File: src/hw/chart_loader_defines.svh
`ifndef CHART_LOADER_DEFINES_SVH
`define CHART_LOADER_DEFINES_SVH

// Sector geometry
`define SECTOR_BYTES 512
`define META_WORDS   16      // Store depth, 4-bit word address

// SPI timing, clk25 cycles per half SCK period
`define SPI_DIV      4

// Poll limits, counted in bytes
`define R1_TRIES     8
`define TOKEN_TRIES  256

// Song clock resolution in clk25 cycles
`define TICK_CYCLES  25

`endif
File: src/hw/game_pkg.sv
`default_nettype none

////////////////////////////////////////////////////////////
// Gameplay side
////////////////////////////////////////////////////////////

package game_pkg;

    typedef enum logic [2:0] {
        WAIT_LOAD = 3'd0,  // No metadata yet
        FETCH     = 3'd1,  // Reading song length from the store
        READY     = 3'd2,  // Length known, waiting for play
        PLAYING   = 3'd3,
        PAUSED    = 3'd4,
        DONE      = 3'd5   // Song time reached the length
    } song_state_e;

    // Word slots at the head of the chart sector
    typedef enum logic [3:0] {
        META_SONG_LENGTH = 4'd0,  // Low 16 bits used as song length
        META_BPM         = 4'd1,
        META_OFFSET      = 4'd2
    } meta_index_e;

endpackage

`default_nettype wire

File: src/hw/sd_pkg.sv
`default_nettype none

////////////////////////////////////////////////////////////
// SD card transport over SPI
////////////////////////////////////////////////////////////

package sd_pkg;

    // Read engine sequence for one single-block read
    typedef enum logic [2:0] {
        IDLE       = 3'd0,  // CS high, waiting for start
        SEND_CMD   = 3'd1,  // Opcode, 4 address bytes, CRC stand-in
        WAIT_R1    = 3'd2,  // Poll for the R1 response
        WAIT_TOKEN = 3'd3,  // Poll for the start-of-data token
        READ_DATA  = 3'd4,  // Sector payload
        READ_CRC   = 3'd5,  // Two CRC bytes, thrown away
        FINISH     = 3'd6   // Release CS, pulse done
    } sd_state_e;

    // Byte values seen on the wire
    typedef enum logic [7:0] {
        CMD_READ_SINGLE = 8'h51,  // CMD17 with start and transmit bits
        R1_READY        = 8'h00,  // R1 with no error flags
        TOKEN_DATA      = 8'hFE,  // Start block token
        FILL            = 8'hFF   // Idle line / dummy byte
    } sd_opcode_e;

endpackage

`default_nettype wire

File: src/hw/sd_byte_if.sv
`timescale 1ns/1ps
`default_nettype none

// Sector request in one direction, byte stream back in the other
interface sd_byte_if;

    logic        start;    // One-cycle request, honored while not busy
    logic [31:0] address;  // Held stable during busy
    logic        busy;
    logic [7:0]  data;     // Qualified by valid
    logic        valid;    // One pulse per sector byte
    logic        done;     // End of read, good or bad
    logic        error;    // Held until the next start

    // SD read engine side
    modport source (
        input  start, address,
        output busy, data, valid, done, error
    );

    // Word assembler side
    modport sink (
        output start, address,
        input  busy, data, valid, done, error
    );

endinterface

`default_nettype wire

File: src/hw/chart_loader_top.sv
`timescale 1ns/1ps
`default_nettype none

module chart_loader_top (
    input  wire logic        clk25,
    input  wire logic        reset,
    input  wire logic        load,
    input  wire logic [31:0] sector,
    input  wire logic        play,
    input  wire logic        pause,
    input  wire logic        restart,
    input  wire logic [3:0]  dbg_addr,
    output logic [31:0]      dbg_word,
    output logic             loaded,
    output logic             load_error,
    output logic [15:0]      song_time,
    output logic             playing,
    output logic             song_done,
    output logic             spi_cs,
    output logic             spi_sck,
    output logic             spi_mosi,
    input  wire logic        spi_miso
);

    logic [3:0]  meta_addr;  // Song clock read port into the store
    logic [31:0] meta_word;

    sd_byte_if sd_bus ();

    ////////////////////////////////////////////////////////////
    // Producer, buffer, consumer

    sd_sector_reader u_reader (
        .clk25    (clk25),
        .reset    (reset),
        .bus      (sd_bus.source),
        .spi_cs   (spi_cs),
        .spi_sck  (spi_sck),
        .spi_mosi (spi_mosi),
        .spi_miso (spi_miso)
    );

    metadata_store u_store (
        .clk25      (clk25),
        .reset      (reset),
        .load       (load),
        .sector     (sector),
        .bus        (sd_bus.sink),
        .rd_addr    (meta_addr),
        .rd_word    (meta_word),
        .dbg_addr   (dbg_addr),
        .dbg_word   (dbg_word),
        .loaded     (loaded),
        .load_error (load_error)
    );

    song_clock u_clock (
        .clk25     (clk25),
        .reset     (reset),
        .loaded    (loaded),    // Also drives the top output
        .pause     (pause),
        .restart   (restart),
        .meta_addr (meta_addr),
        .meta_word (meta_word),
        .play      (play),
        .song_time (song_time),
        .playing   (playing),
        .song_done (song_done)
    );

endmodule

`default_nettype wire

File: src/hw/song_clock.sv
`timescale 1ns/1ps
`default_nettype none

`include "chart_loader_defines.svh"

module song_clock (
    input  wire logic        clk25,
    input  wire logic        reset,
    input  wire logic        loaded,
    input  wire logic        pause,
    input  wire logic        restart,
    output logic [3:0]       meta_addr,
    input  wire logic [31:0] meta_word,
    input  wire logic        play,
    output logic [15:0]      song_time,
    output logic             playing,
    output logic             song_done
);

    localparam int TICK_W = $clog2(`TICK_CYCLES);

    game_pkg::song_state_e state;
    logic [TICK_W-1:0]     tick_cnt;
    logic [15:0]           song_len;
    logic                  fetch_wait;  // Store read still in flight

    assign playing   = (state == game_pkg::PLAYING);
    assign song_done = (state == game_pkg::DONE);

    always_ff @(posedge clk25) begin
        if (reset) begin
            state      <= game_pkg::WAIT_LOAD;
            meta_addr  <= '0;
            tick_cnt   <= '0;
            song_time  <= '0;
            fetch_wait <= 1'b0;
        end else if (state != game_pkg::WAIT_LOAD && !loaded) begin
            state     <= game_pkg::WAIT_LOAD;  // Metadata being reloaded
            tick_cnt  <= '0;
            song_time <= '0;
        end else if (restart && state != game_pkg::WAIT_LOAD && state != game_pkg::FETCH) begin
            state     <= game_pkg::READY;
            tick_cnt  <= '0;
            song_time <= '0;
        end else begin
            case (state)
                game_pkg::WAIT_LOAD: if (loaded) begin
                    meta_addr  <= game_pkg::META_SONG_LENGTH;
                    fetch_wait <= 1'b1;
                    state      <= game_pkg::FETCH;
                end
                game_pkg::FETCH: begin
                    if (fetch_wait) begin
                        fetch_wait <= 1'b0;
                    end else begin
                        song_len <= meta_word[15:0];  // Length in ticks
                        state    <= game_pkg::READY;
                    end
                end
                game_pkg::READY: if (play) begin
                    state <= (song_time == song_len) ? game_pkg::DONE : game_pkg::PLAYING;
                end
                game_pkg::PLAYING: begin
                    if (pause) begin
                        state <= game_pkg::PAUSED;        // Tick count frozen
                    end else if (tick_cnt == TICK_W'(`TICK_CYCLES - 1)) begin
                        tick_cnt  <= '0;
                        song_time <= song_time + 16'd1;
                        if (song_time + 16'd1 == song_len)
                            state <= game_pkg::DONE;
                    end else begin
                        tick_cnt <= tick_cnt + TICK_W'(1);
                    end
                end
                game_pkg::PAUSED: if (!pause) state <= game_pkg::PLAYING;
                game_pkg::DONE: ;                         // Hold until restart or reload
                default: state <= game_pkg::WAIT_LOAD;
            endcase
        end
    end

endmodule

`default_nettype wire

File: src/hw/metadata_store.sv
`timescale 1ns/1ps
`default_nettype none

`include "chart_loader_defines.svh"

module metadata_store (
    input  wire logic        clk25,
    input  wire logic        reset,
    input  wire logic        load,        // Fetch a new sector
    input  wire logic [31:0] sector,
    sd_byte_if.sink          bus,
    input  wire logic [3:0]  rd_addr,     // Game side read port
    output logic [31:0]      rd_word,
    input  wire logic [3:0]  dbg_addr,    // Debug read port
    output logic [31:0]      dbg_word,
    output logic             loaded,
    output logic             load_error
);

    logic [31:0] mem [0:`META_WORDS-1];
    logic [23:0] word_sr;      // First three bytes of the current word
    logic [1:0]  lane_cnt;     // Byte position within the word
    logic [3:0]  word_cnt;
    logic        store_full;   // Remaining sector bytes are dropped

    logic take_load;           // Load honored only while the engine is idle
    logic take_byte;
    assign take_load = load && !bus.busy;
    assign take_byte = bus.valid && !store_full && !take_load;

    // Control
    always_ff @(posedge clk25) begin
        if (reset) begin
            bus.start  <= 1'b0;
            lane_cnt   <= '0;
            word_cnt   <= '0;
            store_full <= 1'b0;
            loaded     <= 1'b0;
            load_error <= 1'b0;
        end else begin
            bus.start <= take_load;  // Request goes out the cycle after load
            if (take_load) begin
                loaded     <= 1'b0;
                load_error <= 1'b0;
                lane_cnt   <= '0;
                word_cnt   <= '0;
                store_full <= 1'b0;
            end else begin
                if (take_byte) begin
                    lane_cnt <= lane_cnt + 2'd1;
                    if (lane_cnt == 2'd3) begin
                        word_cnt <= word_cnt + 4'd1;
                        if (word_cnt == 4'(`META_WORDS - 1))
                            store_full <= 1'b1;
                    end
                end
                if (bus.done) begin
                    if (bus.error)
                        load_error <= 1'b1;
                    else
                        loaded <= 1'b1;
                end
            end
        end
    end

    // Address and word assembly, big-endian
    always_ff @(posedge clk25) begin
        if (take_load)
            bus.address <= sector;  // Stable for the whole read
        if (take_byte) begin
            word_sr <= {word_sr[15:0], bus.data};
            if (lane_cnt == 2'd3)
                mem[word_cnt] <= {word_sr, bus.data};  // Byte 4k lands in [31:24]
        end
    end

    // Two synchronous read ports
    always_ff @(posedge clk25) begin
        rd_word  <= mem[rd_addr];
        dbg_word <= mem[dbg_addr];
    end

endmodule

`default_nettype wire

File: src/hw/sd_sector_reader.sv
`timescale 1ns/1ps
`default_nettype none

`include "chart_loader_defines.svh"

module sd_sector_reader (
    input  wire logic  clk25,
    input  wire logic  reset,
    sd_byte_if.source  bus,
    output logic       spi_cs,
    output logic       spi_sck,
    output logic       spi_mosi,
    input  wire logic  spi_miso
);

    localparam int DIV_W = $clog2(`SPI_DIV);

    sd_pkg::sd_state_e state;
    logic [9:0]        byte_cnt;   // Command index, poll count or data index
    logic              load_byte;  // Kick the shifter with tx_byte
    logic [7:0]        tx_byte;
    logic [7:0]        tx_shift;
    logic [7:0]        rx_shift;
    logic [DIV_W-1:0]  div_cnt;
    logic [2:0]        bit_cnt;
    logic              xfer_busy;
    logic              byte_done;  // rx_shift holds a full byte

    // Command frame byte by index
    function automatic logic [7:0] cmd_byte(input logic [2:0] idx, input logic [31:0] addr);
        case (idx)
            3'd0:    cmd_byte = sd_pkg::CMD_READ_SINGLE;
            3'd1:    cmd_byte = addr[31:24];  // MSB first
            3'd2:    cmd_byte = addr[23:16];
            3'd3:    cmd_byte = addr[15:8];
            3'd4:    cmd_byte = addr[7:0];
            default: cmd_byte = sd_pkg::FILL; // No CRC in SPI mode
        endcase
    endfunction

    ////////////////////////////////////////////////////////////
    // Byte shifter, mode 0

    assign spi_mosi = tx_shift[7];

    always_ff @(posedge clk25) begin
        if (reset) begin
            xfer_busy <= 1'b0;
            spi_sck   <= 1'b0;                      // SCK idles low
            div_cnt   <= '0;
            bit_cnt   <= '0;
            byte_done <= 1'b0;
            tx_shift  <= sd_pkg::FILL;              // MOSI idles high
        end else begin
            byte_done <= 1'b0;
            if (load_byte) begin
                xfer_busy <= 1'b1;
                div_cnt   <= '0;
                bit_cnt   <= '0;
                tx_shift  <= tx_byte;               // Bit 7 out before first rise
            end else if (xfer_busy) begin
                if (div_cnt == DIV_W'(`SPI_DIV - 1)) begin
                    div_cnt <= '0;
                    if (!spi_sck) begin
                        spi_sck <= 1'b1;            // Rising edge, sample
                    end else begin
                        spi_sck <= 1'b0;            // Falling edge, next bit
                        if (bit_cnt == 3'd7) begin
                            xfer_busy <= 1'b0;
                            byte_done <= 1'b1;
                        end else begin
                            bit_cnt  <= bit_cnt + 3'd1;
                            tx_shift <= {tx_shift[6:0], 1'b1};
                        end
                    end
                end else begin
                    div_cnt <= div_cnt + DIV_W'(1);
                end
            end
        end
    end

    always_ff @(posedge clk25) begin
        if (xfer_busy && !spi_sck && div_cnt == DIV_W'(`SPI_DIV - 1))
            rx_shift <= {rx_shift[6:0], spi_miso};  // MSB arrives first
    end

    ////////////////////////////////////////////////////////////
    // Read sequencer

    always_ff @(posedge clk25) begin
        if (reset) begin
            state     <= sd_pkg::IDLE;
            byte_cnt  <= '0;
            load_byte <= 1'b0;
            spi_cs    <= 1'b1;
            bus.busy  <= 1'b0;
            bus.valid <= 1'b0;
            bus.done  <= 1'b0;
            bus.error <= 1'b0;
        end else begin
            load_byte <= 1'b0;
            tx_byte   <= sd_pkg::FILL;  // Dummy byte unless sending the command
            bus.valid <= 1'b0;
            bus.done  <= 1'b0;
            case (state)
                sd_pkg::IDLE: if (bus.start) begin
                    spi_cs    <= 1'b0;
                    bus.busy  <= 1'b1;
                    bus.error <= 1'b0;
                    byte_cnt  <= '0;
                    tx_byte   <= cmd_byte(3'd0, bus.address);
                    load_byte <= 1'b1;
                    state     <= sd_pkg::SEND_CMD;
                end
                sd_pkg::SEND_CMD: if (byte_done) begin
                    load_byte <= 1'b1;
                    if (byte_cnt == 10'd5) begin
                        byte_cnt <= '0;
                        state    <= sd_pkg::WAIT_R1;
                    end else begin
                        byte_cnt <= byte_cnt + 10'd1;
                        tx_byte  <= cmd_byte(byte_cnt[2:0] + 3'd1, bus.address);
                    end
                end
                sd_pkg::WAIT_R1: if (byte_done) begin
                    if (rx_shift == sd_pkg::R1_READY) begin
                        byte_cnt  <= '0;
                        load_byte <= 1'b1;
                        state     <= sd_pkg::WAIT_TOKEN;
                    end else if (rx_shift != sd_pkg::FILL ||
                                 byte_cnt == 10'(`R1_TRIES - 1)) begin
                        bus.error <= 1'b1;                  // Error flags or no answer
                        state     <= sd_pkg::FINISH;
                    end else begin
                        byte_cnt  <= byte_cnt + 10'd1;
                        load_byte <= 1'b1;
                    end
                end
                sd_pkg::WAIT_TOKEN: if (byte_done) begin
                    if (rx_shift == sd_pkg::TOKEN_DATA) begin
                        byte_cnt  <= '0;
                        load_byte <= 1'b1;
                        state     <= sd_pkg::READ_DATA;
                    end else if (rx_shift != sd_pkg::FILL ||
                                 byte_cnt == 10'(`TOKEN_TRIES - 1)) begin
                        bus.error <= 1'b1;                  // Error token or timeout
                        state     <= sd_pkg::FINISH;
                    end else begin
                        byte_cnt  <= byte_cnt + 10'd1;
                        load_byte <= 1'b1;
                    end
                end
                sd_pkg::READ_DATA: if (byte_done) begin
                    bus.data  <= rx_shift;
                    bus.valid <= 1'b1;
                    load_byte <= 1'b1;
                    if (byte_cnt == 10'(`SECTOR_BYTES - 1)) begin
                        byte_cnt <= '0;
                        state    <= sd_pkg::READ_CRC;
                    end else begin
                        byte_cnt <= byte_cnt + 10'd1;
                    end
                end
                sd_pkg::READ_CRC: if (byte_done) begin
                    if (byte_cnt == 10'd1) begin
                        state <= sd_pkg::FINISH;            // CRC ignored
                    end else begin
                        byte_cnt  <= byte_cnt + 10'd1;
                        load_byte <= 1'b1;
                    end
                end
                sd_pkg::FINISH: begin
                    spi_cs   <= 1'b1;
                    bus.busy <= 1'b0;
                    bus.done <= 1'b1;
                    state    <= sd_pkg::IDLE;
                end
                default: state <= sd_pkg::IDLE;
            endcase
        end
    end

endmodule

`default_nettype wire

File: config.mk
export PLATFORM = sky130hd
export DESIGN_NAME = chart_loader_top
export DESIGN_NICKNAME = d
export VERILOG_FILES = /design/src/hw/game_pkg.sv /design/src/hw/sd_pkg.sv /design/src/hw/sd_byte_if.sv /design/src/hw/chart_loader_top.sv /design/src/hw/song_clock.sv /design/src/hw/metadata_store.sv /design/src/hw/sd_sector_reader.sv
export VERILOG_INCLUDE_DIRS = /design/src /design/src/hw
export SDC_FILE = /design/constraint.sdc
export NUM_CORES = 1
export LEC_CHECK = 0
export BUFFER_PORTS_ARGS = -buffer_cell sky130_fd_sc_hd__buf_2
export CORE_MARGIN = 10
export CORE_UTILIZATION = 55
export DETAILED_ROUTE_END_ITERATION = 12
export HOLD_SLACK_MARGIN = 0.15
export PLACE_DENSITY = 0.75
export SLEW_MARGIN = 10
export SYNTH_ARGS = -nofsm -noshare
export SYNTH_HDL_FRONTEND = slang
export SYNTH_SLANG_ARGS = --single-unit
export TNS_END_PERCENT = 10
File: constraint.sdc
create_clock -name clk25 -period 6.7 [get_ports clk25]
set_input_delay 1.34 -clock clk25 [delete_from_list [all_inputs] [get_ports clk25]]
set_output_delay 1.34 -clock clk25 [all_outputs]
set_load 0.01 [all_outputs]
==> results.md, run 1 <==
- Async SR Flop Fraction: 0
- Status: finished, final reports clean
- Average cell area after synthesis: 19.1 sq um
- RePlAce Congestion: 0.817
- Area leader, netlist: edfxtp_1
- Post-Route WL: 56900 microns
- Cell variety after synth: 70
- Routed via count: 13.8k
- Final Hold Fails: 0
- P_leak: 10.2 nW
- Layout net count: 1623
- Diode count: 0
- DP HPWL: 32500 microns
- Setup Skew: 0.0232 ns
- RSZ-0062 raised after global routing: no
- Count leader, synth: edfxtp_1
- Grt ovf: 0
- Die H: 244 microns
- Skew-Pair Late Insertion Delay: 0.62 ns
- Critical path launch point type: input port
- DP Cell Count: 2154
- TritonCTS clock tree: done
- CP Cell Sequence: buf_2, nor2b_2, nor2b_2, buf_4, and2_1, nand2_1, nor2_4, buf_4
- CP arrival: 3.98 ns
- Fill count: 3310
- Final period demand of the worst path: 3.70 ns
- Initial antenna violation count: 0
- Power Density: 296 nW/um^2
- Reg clk slew, reported paths: 0.06 ns
- Initial core utilization: 0.559
- Post-route insts no fill: 2283
- Gr usage total: 0.192
- Antenna viol nets, final: 0
- Overall die width: 244 microns
- Top post-synthesis cells by area: edfxtp_1 66%, mux4_2 13%, dfxtp_1 8.6%
- Post-CTS sizing: 0
- Hold Buf Count CTS: 0
- Synth cell count leaders: 608 x edfxtp_1, 160 x mux4_2, 118 x dfxtp_1
- Net count after synthesis: 1500
- Final setup TNS: 0 ns
- Max Buffers Root-to-Sink: 3
- Vias/cell: 6.05
- HP Class: flop to flop
- F_max: 270 MHz
- Wire per inst: 24.9 microns
- Die area: 59400 sq um
- Top-area cell type share of the netlist area: 0.663
- Sequential fraction of the synthesis area: 0.749
- Row count: 81
- TritonCTS Sinks: 726
- Crit path required time: 6.98 ns
- Number of flops mapped to enable cells by yosys: 608
- Slew Limit Headroom: 0.203
- Ys Warns: 0
- Final worst path period share: 0.552
- Seq cells post-synth: 726
- Drt pass-1 iters: 5
- Max_cap viols: 0
- I/O pin total: 98
- 1st-iter DRT viols: 1477
- Core area: 49300 sq um
- Largest net degree at the start of global routing: 82
- First-pass GRT wire length: 87300 microns
- Tightest Pin Transition: 1.20 ns
- CTS Root Cell: clkbuf_16
- Post-CTS setup buffer count: 0
- Clock buffer count from CTS: 70
- # port buffers: 97
- Crit Path Class: input port to flop
- Slowest CP cell: nor2_4
- Primary FF master, synth: edfxtp_1
- Area growth syn-to-layout: 13.5%
- Max VDD drop: 345 uV
- Mapped Cells: 1439
- CP Max Fanout: 26
- H-tree depth: 3
- Cell area after synthesis: 27500 sq um
- Share of cells above drive strength 1: 0.258
- Worst setup EP type: flop
- Setup violators final: 0
- DRC: 0
- Slew Viols, Final: 0
- Max stage delay on crit path: 0.78 ns
- Vias in the first global route: 14.1k
- Pwr Total: 0.00926 W
## kinds of logic (layout without fill, tap and decap cells)
logic type      count (synthesis)  after routing  synth area share
simple gates                  257            257            0.0472
compound gates                121            121            0.0293
mux                           180            180             0.138
flops                         726            726             0.749
buf+inv                        92            272            0.0137
xor+xnor                       45             45            0.0146
fa+ha+maj                      18             18           0.00818
## cell usage in the layout (no fill, tap or decap), drive strengths merged, types with 9 or more instances in the layout
master,netlist,final
a211oi,9,9
a21oi,32,32
buf,27,121
clkbuf,44,100
clkinv,1,24
dfxtp,118,118
edfxtp,608,608
ha,18,18
inv,20,21
mux2i,18,18
mux4,160,160
nand2,52,52
nand3,24,24
nand4,20,20
nor2,76,76
nor3,27,27
nor4,9,9
o21ai,32,32
xnor2,23,23
xor2,22,22
## state kept, by name, summed over array words and instances (netlist names), 2 cells and up
signal               cells
u_clock.tick_cnt         5
u_store.dbg_word        32
u_store.mem            512
u_reader.bit_cnt         3
u_store.bus.address     32
u_reader.state           3
u_clock.song_time       16
u_store.lane_cnt         2
u_reader.div_cnt         2
u_store.word_sr         24
u_reader.tx_byte         8
u_reader.bus.data        8
u_clock.state            3
u_reader.rx_shift        8
u_reader.byte_cnt       10
u_clock.song_len        16
u_store.rd_word         16
u_reader.tx_shift        8
u_store.word_cnt         4
## report_power, final
part | internal [W] | switching [W]
combinational | 0.000164 | 0.000186
clock | 0.00236 | 0.00164
sequential | 0.00488 | 0.0000344
total | 0.00741 | 0.00186
## critical path: cells and delay by family
kind / cells / cell delay [ns]
buf+inv: 3 / 0.88
simple gates: 5 / 1.73
## area by class of cell
class | count | area [sq um] | share of cell area
clock inverter | 30 | 292 | 0.00933
sequential | 726 | 20600 | 0.660
clock buffer | 99 | 2080 | 0.0665
timing repair buffer | 122 | 697 | 0.0223
tap | 664 | 831 | 0.0266
multi-input combinational | 621 | 6650 | 0.213
inverter | 21 | 78.8 | 0.00252
## final timing paths
| check | startpoint | cells after the start | slack [ns] | to |
|---|---|---|---|---|
| max | load | 8 | 3.00 | u_store.mem[15][25] |
| min | u_store.mem[0][4] | 0 | 0.37 | u_store.rd_word[4] |
| max reg2reg | u_store.store_full | 7 | 3.46 | u_store.mem[15][25] |
| min reg2reg | u_store.mem[0][4] | 0 | 0.37 | u_store.rd_word[4] |
## routing by layer
metal / wire [microns] / vias to the layer above / part of all wire / global-route usage
met5: 0 / - / 0 / 0
met3: 3860 / 96 / 0.068 / 0.0341
li1: - / 6052 / - / -
met2: 28300 / 550 / 0.50 / 0.309
met4: 1430 / 0 / 0.025 / 0.0701
met1: 23300 / 7117 / 0.41 / 0.262
## metrics by stage
step / instance area, sq um / util / worst slack (ns) / hold WS (ns)
2_1_floorplan: 27500 / - / 0.197 / 0.343
3_3_place_gp: 28900 / 0.586 / 2.51 / 0.360
3_5_place_dp: 28900 / 0.586 / 2.40 / 0.361
4_1_cts: 31300 / 0.634 / 3.04 / 0.365
5_1_grt: 31300 / 0.634 / 2.84 / 0.377
6_report: 31300 / 0.634 / 3.00 / 0.374
Power figures use the tool's default switching activity.
==> inputs of run 2 (changes only) <==
--- a/config.mk
+++ b/config.mk
@@ -6,12 +6,13 @@
 export SDC_FILE = /design/constraint.sdc
 export NUM_CORES = 1
 export LEC_CHECK = 0
+export ABC_AREA = 1
 export BUFFER_PORTS_ARGS = -buffer_cell sky130_fd_sc_hd__buf_2
 export CORE_MARGIN = 10
-export CORE_UTILIZATION = 55
+export CORE_UTILIZATION = 62
 export DETAILED_ROUTE_END_ITERATION = 12
 export HOLD_SLACK_MARGIN = 0.15
-export PLACE_DENSITY = 0.75
+export PLACE_DENSITY = 0.8
 export SLEW_MARGIN = 10
 export SYNTH_ARGS = -nofsm -noshare
 export SYNTH_HDL_FRONTEND = slang
==> constraint.sdc (replaced) <==
create_clock -name clk25 -period 3.8 [get_ports clk25]
set_input_delay 0.76 -clock clk25 [delete_from_list [all_inputs] [get_ports clk25]]
set_output_delay 0.76 -clock clk25 [all_outputs]
set_load 0.01 [all_outputs]
==> run 2 against run 1 <==
Synthesized cell count grew 54%. Clock power is 75% higher. Non-clock buffer count increased by 17. Cell area is 3.9% higher. Sequential share of layout area fell by 2.4 points. Worst hold slack got worse by 0.050 ns. Sequential power is 80% higher. Via count rose by 31%. Cell count up 31%. Synthesized area up 4.4%. Global-route usage up 3.3 points. Combinational power rose to 4.1 times the previous value. Critical path type is now flop to flop.
==> results.md, run 2 <==
- Initial core utilization: 0.631 (+0.0720)
- Final Hold Fails: 0 (unchanged)
- Clock buffer count from CTS: 71 (+1.4%)
- Setup Skew: 0.0267 ns (+0.00353 ns)
- PnR worst setup slack: 1.40 ns (-1.60 ns)
- Critical path launch point type: flop
- Top-area cell type share of the netlist area: 0.635 (-0.0282)
- Routed via count: 18.1k (+31%)
- Fill count: 2856 (-14%)
- Tightest Pin Transition: 1.18 ns (-0.0162 ns)
- Gr usage total: 0.225 (+0.0329)
- I/O pin total: 98 (unchanged)
- Primary FF master, synth: edfxtp_1
- Mapped Cells: 2219 (+54%)
- Hold Crit Depth: 1 (+1)
- Final worst path period share: 0.632
- Cell area after synthesis: 28800 sq um (+4.4%)
- Number of flops mapped to enable cells by yosys: 608 (unchanged)
- Largest registers: u_store.mem x512, u_store.bus.address x32, u_store.dbg_word x32
- Max VDD drop: 420 uV (+22%)
- Vias/cell: 6.07 (+0.23%)
- Final setup TNS: 0 ns (unchanged)
- DP Cell Count: 2856 (+33%)
- Max_cap viols: 0 (unchanged)
- Ys Warns: 0 (unchanged)
- CTS Root Cell: clkbuf_16
- Worst setup EP type: flop
- Area growth syn-to-layout: 12.8%
- Count leader, synth: edfxtp_1
- Max reg flops: 512 (unchanged)
- Status: finished, final reports clean
- Die H: 235 microns (-3.4%)
- Reg clk slew, reported paths: 0.06 ns (about the same)
- H-tree depth: 3 (unchanged)
- Drt pass-1 iters: 7 (+2)
- Antenna viol nets, final: 0 (unchanged)
- Largest net degree at the start of global routing: 88 (+7.3%)
- Commonest cells after routing, fill and taps aside: 608 x edfxtp_1, 208 x inv_1, 205 x nand2_1
- Setup violators final: 0 (unchanged)
- Max Buffers Root-to-Sink: 3 (unchanged)
- Grt ovf: 0 (unchanged)
- Initial antenna violation count: 1 (+1)
- Slew Limit Headroom: 0.214 (+0.0108)
- Wire per inst: 21.5 microns (-14%)
- Overall die width: 235 microns (-3.4%)
- TritonCTS Sinks: 726 (unchanged)
- Die area: 55400 sq um (-6.8%)
- HP Class: input port to flop
- Post-CTS sizing: 0 (unchanged)
- Vias in the first global route: 17.7k (+26%)
- RSZ-0062 raised after global routing: no
- Final period demand of the worst path: 2.40 ns
- Row count: 78 (-3.7%)
- Crit Path Class: flop to flop
- RePlAce Congestion: 0.872 (+6.8%)
- Power Density: 532 nW/um^2 (+79%)
- Crit path required time: 4.04 ns (-2.94 ns)
- Average cell area after synthesis: 13.0 sq um (-32%)
- Most common cell after layout, fill and taps aside: edfxtp_1
- Async SR Flop Fraction: 0 (unchanged)
- P_leak: 11.8 nW (+16%)
- Post-route insts no fill: 2987 (+31%)
- Area leader, netlist: edfxtp_1
- Top post-synthesis cells by area: edfxtp_1 63%, dfxtp_1 8.2%, mux2i_1 4.5%
- Seq cells post-synth: 726 (unchanged)
- CP arrival: 2.64 ns (-1.34 ns)
- Post-CTS setup buffer count: 0 (unchanged)
- 1st-iter DRT viols: 2089 (+41%)
- Diode count: 0 (unchanged)
- Slew Viols, Final: 0 (unchanged)
- Final Util: 0.712 (+0.0776)
- Hold Buf Count CTS: 0 (unchanged)
- Net count after synthesis: 2280 (+52%)
- F_max: 416 MHz
- Post-Route WL: 64100 microns (+13%)
- Skew-Pair Late Insertion Delay: 0.61 ns (about the same)
- TritonCTS clock tree: done
- First-pass GRT wire length: 99500 microns (+14%)
- Dpl ws: 0.904 ns (-1.50 ns)
- Reg2Reg Depth: 9 (+2)
- Sequential fraction of the synthesis area: 0.717 (-0.0319)
- DRC: 0 (unchanged)
- # port buffers: 97 (unchanged)
- Synth cell count leaders: 608 x edfxtp_1, 209 x inv_1, 205 x nand2_1
- DP HPWL: 36400 microns (+12%)
- Share of cells above drive strength 1: 0.123 (-0.135)
- Core area: 45600 sq um (-7.5%)
- Cell variety after synth: 46 (-34%)
- Most flop-heavy register: u_store.mem
- Layout net count: 2390 (+47%)
- CP Max Fanout: 27 (+3.8%)
-- run 2: cell types whose count changed after synthesis, sizes merged, moves of 60 or more --
cell,before,now
nand2,52,214
inv,20,218
o21ai,32,193
mux4,160,0
o211ai,3,133
mux2i,18,128
a21oi,32,166
nand3,24,84
nor2,76,136
-- run 2: final cells by class --
class / instances / area [sq um] / area share
clock buffers: 102 / 2010 / 0.0619
clock inverters: 29 / 318 / 0.00979
inverters: 220 / 827 / 0.0255
multi-input cells: 1171 / 7000 / 0.216
flip-flops and latches: 726 / 20600 / 0.635
well taps: 600 / 751 / 0.0231
repair buffers: 139 / 928 / 0.0286
-- run 2: power breakdown --
part / internal [W] / total [W] / switching [W] / leakage, nW
clock network: 0.00410 / 0.00699 / 0.00288 / 1.12
logic: 0.000479 / 0.00143 / 0.000949 / 4.22
registers: 0.00872 / 0.00885 / 0.000127 / 6.45
-- run 2: worst max-delay path: stages (launching register included) --
cell and delay [ns]:
dfxtp_1 0.33, inv_1 0.05, nand2_1 0.09, inv_1 0.09
nor2_2 0.10, nand2_1 0.13, inv_1 0.15, nand2_1 0.28
nor2_4 0.29, buf_4 0.52
-- run 2: kinds of logic (layout without fill, tap and decap cells) --
| logic type | after synthesis | count (layout) | share of synthesized area |
|---|---|---|---|
| XOR/XNOR | 29 | 29 | 0.00883 |
| buffers and inverters | 322 | 490 | 0.0440 |
| multiplexers | 128 | 128 | 0.0445 |
| flip-flops | 726 | 726 | 0.717 |
| AND/OR/NAND/NOR | 484 | 484 | 0.0748 |
| adder cells (fa/ha/maj) | 18 | 18 | 0.00783 |
| AO/OA/AOI/OAI | 512 | 512 | 0.103 |
-- run 2: final timing paths --
path	from	to	slack, ns
min	sector[0]	u_store.bus.address[0]	0.32
max reg2reg	u_reader.bus.busy	u_store.mem[7][20]	1.40
min reg2reg	u_store.mem[0][2]	u_store.rd_word[2]	0.37
max	u_reader.bus.busy	u_store.mem[7][20]	1.40
-- run 2: stage by stage --
stage | area (sq um) | total power [W] | hold slack [ns]
global route | 32500 | 0.0178 | 0.312
finish | 32500 | 0.0173 | 0.324
CTS | 32500 | 0.0173 | 0.303
floorplan | 28800 | 0.0100 | 0.343
detailed placement | 30100 | 0.0104 | 0.356
global placement | 30100 | 0.0104 | 0.358
-- run 2: metal layers --
metal / wire [microns] / GRT usage / vias to the layer above
li1: - / - / 8254
met1: 26400 / 0.301 / 8915
met2: 31700 / 0.371 / 851
met3: 4710 / 0.0354 / 97
met4: 1300 / 0.0759 / 0
met5: 0 / 0 / -
==> inputs of run 3 (changes only) <==
--- a/config.mk
+++ b/config.mk
@@ -6,13 +6,13 @@
 export SDC_FILE = /design/constraint.sdc
 export NUM_CORES = 1
 export LEC_CHECK = 0
-export ABC_AREA = 1
+export ABC_AREA = 0
 export BUFFER_PORTS_ARGS = -buffer_cell sky130_fd_sc_hd__buf_2
 export CORE_MARGIN = 10
-export CORE_UTILIZATION = 62
+export CORE_UTILIZATION = 61
 export DETAILED_ROUTE_END_ITERATION = 12
 export HOLD_SLACK_MARGIN = 0.15
-export PLACE_DENSITY = 0.8
+export PLACE_DENSITY = 0.79
 export SLEW_MARGIN = 10
 export SYNTH_ARGS = -nofsm -noshare
 export SYNTH_HDL_FRONTEND = slang
==> constraint.sdc (replaced) <==
create_clock -name clk25 -period 2.5 [get_ports clk25]
set_input_delay 0.5 -clock clk25 [delete_from_list [all_inputs] [get_ports clk25]]
set_output_delay 0.5 -clock clk25 [all_outputs]
set_load 0.01 [all_outputs]
==> run 3 against run 2 <==
Power increased by 44%. Cell count is 23% lower. Register-to-register slack lost 1.3 ns. Largest power group unchanged. Sequential cell count unchanged. Worst setup slack got worse by 1.3 ns. Clock-buffer cell count shrank 6.
==> results.md, run 3 (same netlist as run 1, synthesis figures left out) <==
- Status: finished, final reports clean
- DRC: 0 (unchanged)
- Post-Route WL: 64500 microns (+0.62%)
- Grt ovf: 0 (unchanged)
- Tightest Pin Transition: 0.758 ns (-0.421 ns)
- Die H: 232 microns (-1.2%)
- Setup Skew: 0.0240 ns (-0.00270 ns)
- I/O pin total: 98 (unchanged)
- RSZ-0062 raised after global routing: no
- Design area: 32300 sq um (-0.51%)
- # port buffers: 97 (unchanged)
- Wire per inst: 28.0 microns (+31%)
- Max_cap viols: 0 (unchanged)
- First-pass GRT wire length: 96800 microns (-2.7%)
- Clock buffer count from CTS: 72 (+1.4%)
- Vias in the first global route: 15.0k (-15%)
- DP Cell Count: 2135 (-25%)
- Post-route insts no fill: 2299 (-23%)
- Crit path required time: 3.03 ns (-1.01 ns)
- Sw power: 0.00520 W (+31%)
- Placed cell areas: 29600 sq um (-1.7%)
- Diode count: 0 (unchanged)
- Final Hold Fails: 0 (unchanged)
- Overall die width: 232 microns (-1.2%)
- Most flop-heavy register: u_store.mem
- Comb power frac: 0.043 (-0.040)
- Skew-Pair Late Insertion Delay: 0.62 ns (about the same)
- Worst setup EP type: flop
- Core area: 44400 sq um (-2.6%)
- Die area: 54000 sq um (-2.5%)
- DP HPWL: 35200 microns (-3.4%)
- HP Class: input port to flop
- Initial antenna violation count: 0 (-1)
- Drt pass-1 iters: 6 (-1)
- Routed via count: 14.8k (-18%)
- Reg clk slew, reported paths: 0.06 ns (about the same)
- Net Sw Frac: 0.209 (-0.0205)
- Gr usage total: 0.242 (+0.0170)
- 1st-iter DRT viols: 2082 (-0.34%)
- Initial core utilization: 0.620 (-0.0111)
- Sequential share of power: 0.529 (+0.016)
- Layout net count: 1711 (-28%)
- Final worst path period share: 0.968 (+0.335)
- Share of cells above drive strength 1: 0.282 (+0.159)
- Share of power burned in the clock network: 0.428 (+0.023)
- RePlAce Congestion: 0.893 (+2.4%)
- Vias/cell: 6.43 (+6.0%)
- F_max: 413 MHz (-0.66%)
- TritonCTS clock tree: done
- Row count: 77 (-1.3%)
- Max reg flops: 512 (unchanged)
- Max VDD drop: 564 uV (+34%)
- CTS Root Cell: clkbuf_16
- Antenna viol nets, final: 0 (unchanged)
- H-tree depth: 3 (unchanged)
- Crit Path Class: flop to flop
- CP Max Fanout: 6 (-78%)
- Largest net degree at the start of global routing: 40 (-55%)
- CP arrival: 2.95 ns (+0.31 ns)
- Final period demand of the worst path: 2.42 ns (+0.0160 ns)
- Most common cell after layout, fill and taps aside: edfxtp_1
- Critical path launch point type: flop
- Setup violators final: 0 (unchanged)
- TritonCTS Sinks: 726 (unchanged)
- Area growth syn-to-layout: 17.3%
- Max Buffers Root-to-Sink: 3 (unchanged)
- Slew Viols, Final: 0 (unchanged)
- Internal: 0.0197 W (+48%)
- P_leak: 10.7 nW (-9.2%)
- Slew Limit Headroom: 0.495 (+0.281)
- Power Density: 771 nW/um^2 (+45%)
- Largest registers: u_store.mem x512, u_store.bus.address x32, u_store.dbg_word x32
- Commonest cells after routing, fill and taps aside: 608 x edfxtp_1, 160 x mux4_2, 116 x dfxtp_1
run 3: what timing repair did:
| item | in CTS | in global routing |
|---|---|---|
| hold buffers | 33 | 0 |
| hold endpoints to repair | 33 | 0 |
| setup endpoints to repair | 0 | 10 |
| setup buffers | 0 | 0 |
| resized for setup | 0 | 5 |
run 3: per-stage QoR:
stage,utilization,total power (W),setup WS [ns],hold WS (ns),TNS [ns]
2_1_floorplan,-,0.0141,-0.474,0.343,-102.59
3_3_place_gp,0.667,0.0144,0.130,0.358,0
3_5_place_dp,0.667,0.0144,0.0805,0.360,0
4_1_cts,0.727,0.0250,0.0455,0.257,0
5_1_grt,0.727,0.0255,0.000718,0.324,0
6_report,0.727,0.0249,0.0807,0.274,0
run 3: final cells by class:
type	count	area, sq um
flip-flops and latches	726	20600
clock buffers	96	2020
inverters	21	78.8
multi-input cells	621	6740
well taps	592	741
fillers	2436	12100
repair buffers	208	1800
clock inverters	35	295
run 3: path summary, 6_finish.rpt:
path                              from                  to  slack, ns  cells past startpoint
hold / removal                    play    u_clock.state[1]       0.27                      4
hold reg to reg      u_store.mem[0][7]  u_store.rd_word[7]       0.38                      0
setup / recovery  u_clock.song_time[0]    u_clock.state[2]       0.08                      7
setup reg to reg  u_clock.song_time[0]    u_clock.state[2]       0.08                      7
run 3: worst max-delay path: stages (launching register included):
cell and delay [ns]:
dfxtp_1 0.35, ha_2 0.26, nand3_2 0.17, or4_1 0.54
a21oi_1 0.14, o22ai_1 0.10, or4_1 0.56, a211oi_2 0.22
run 3: power by group through the flow:
stage                     clock (W)  sequential (W)  combinational, W
after floorplan                   0          0.0134          0.000689
after global placement            0          0.0134          0.000989
after detailed placement          0          0.0134           0.00102
after CTS                    0.0108          0.0132           0.00107
after global routing         0.0112          0.0132           0.00116
final                        0.0107          0.0132           0.00107
run 3: layer usage:
metal	track usage	wire (microns)	vias up
li1	-	-	6244
met1	0.320	24700	7621
met2	0.405	32900	802
met3	0.0417	5110	119
met4	0.0809	1720	0
met5	0	0	-
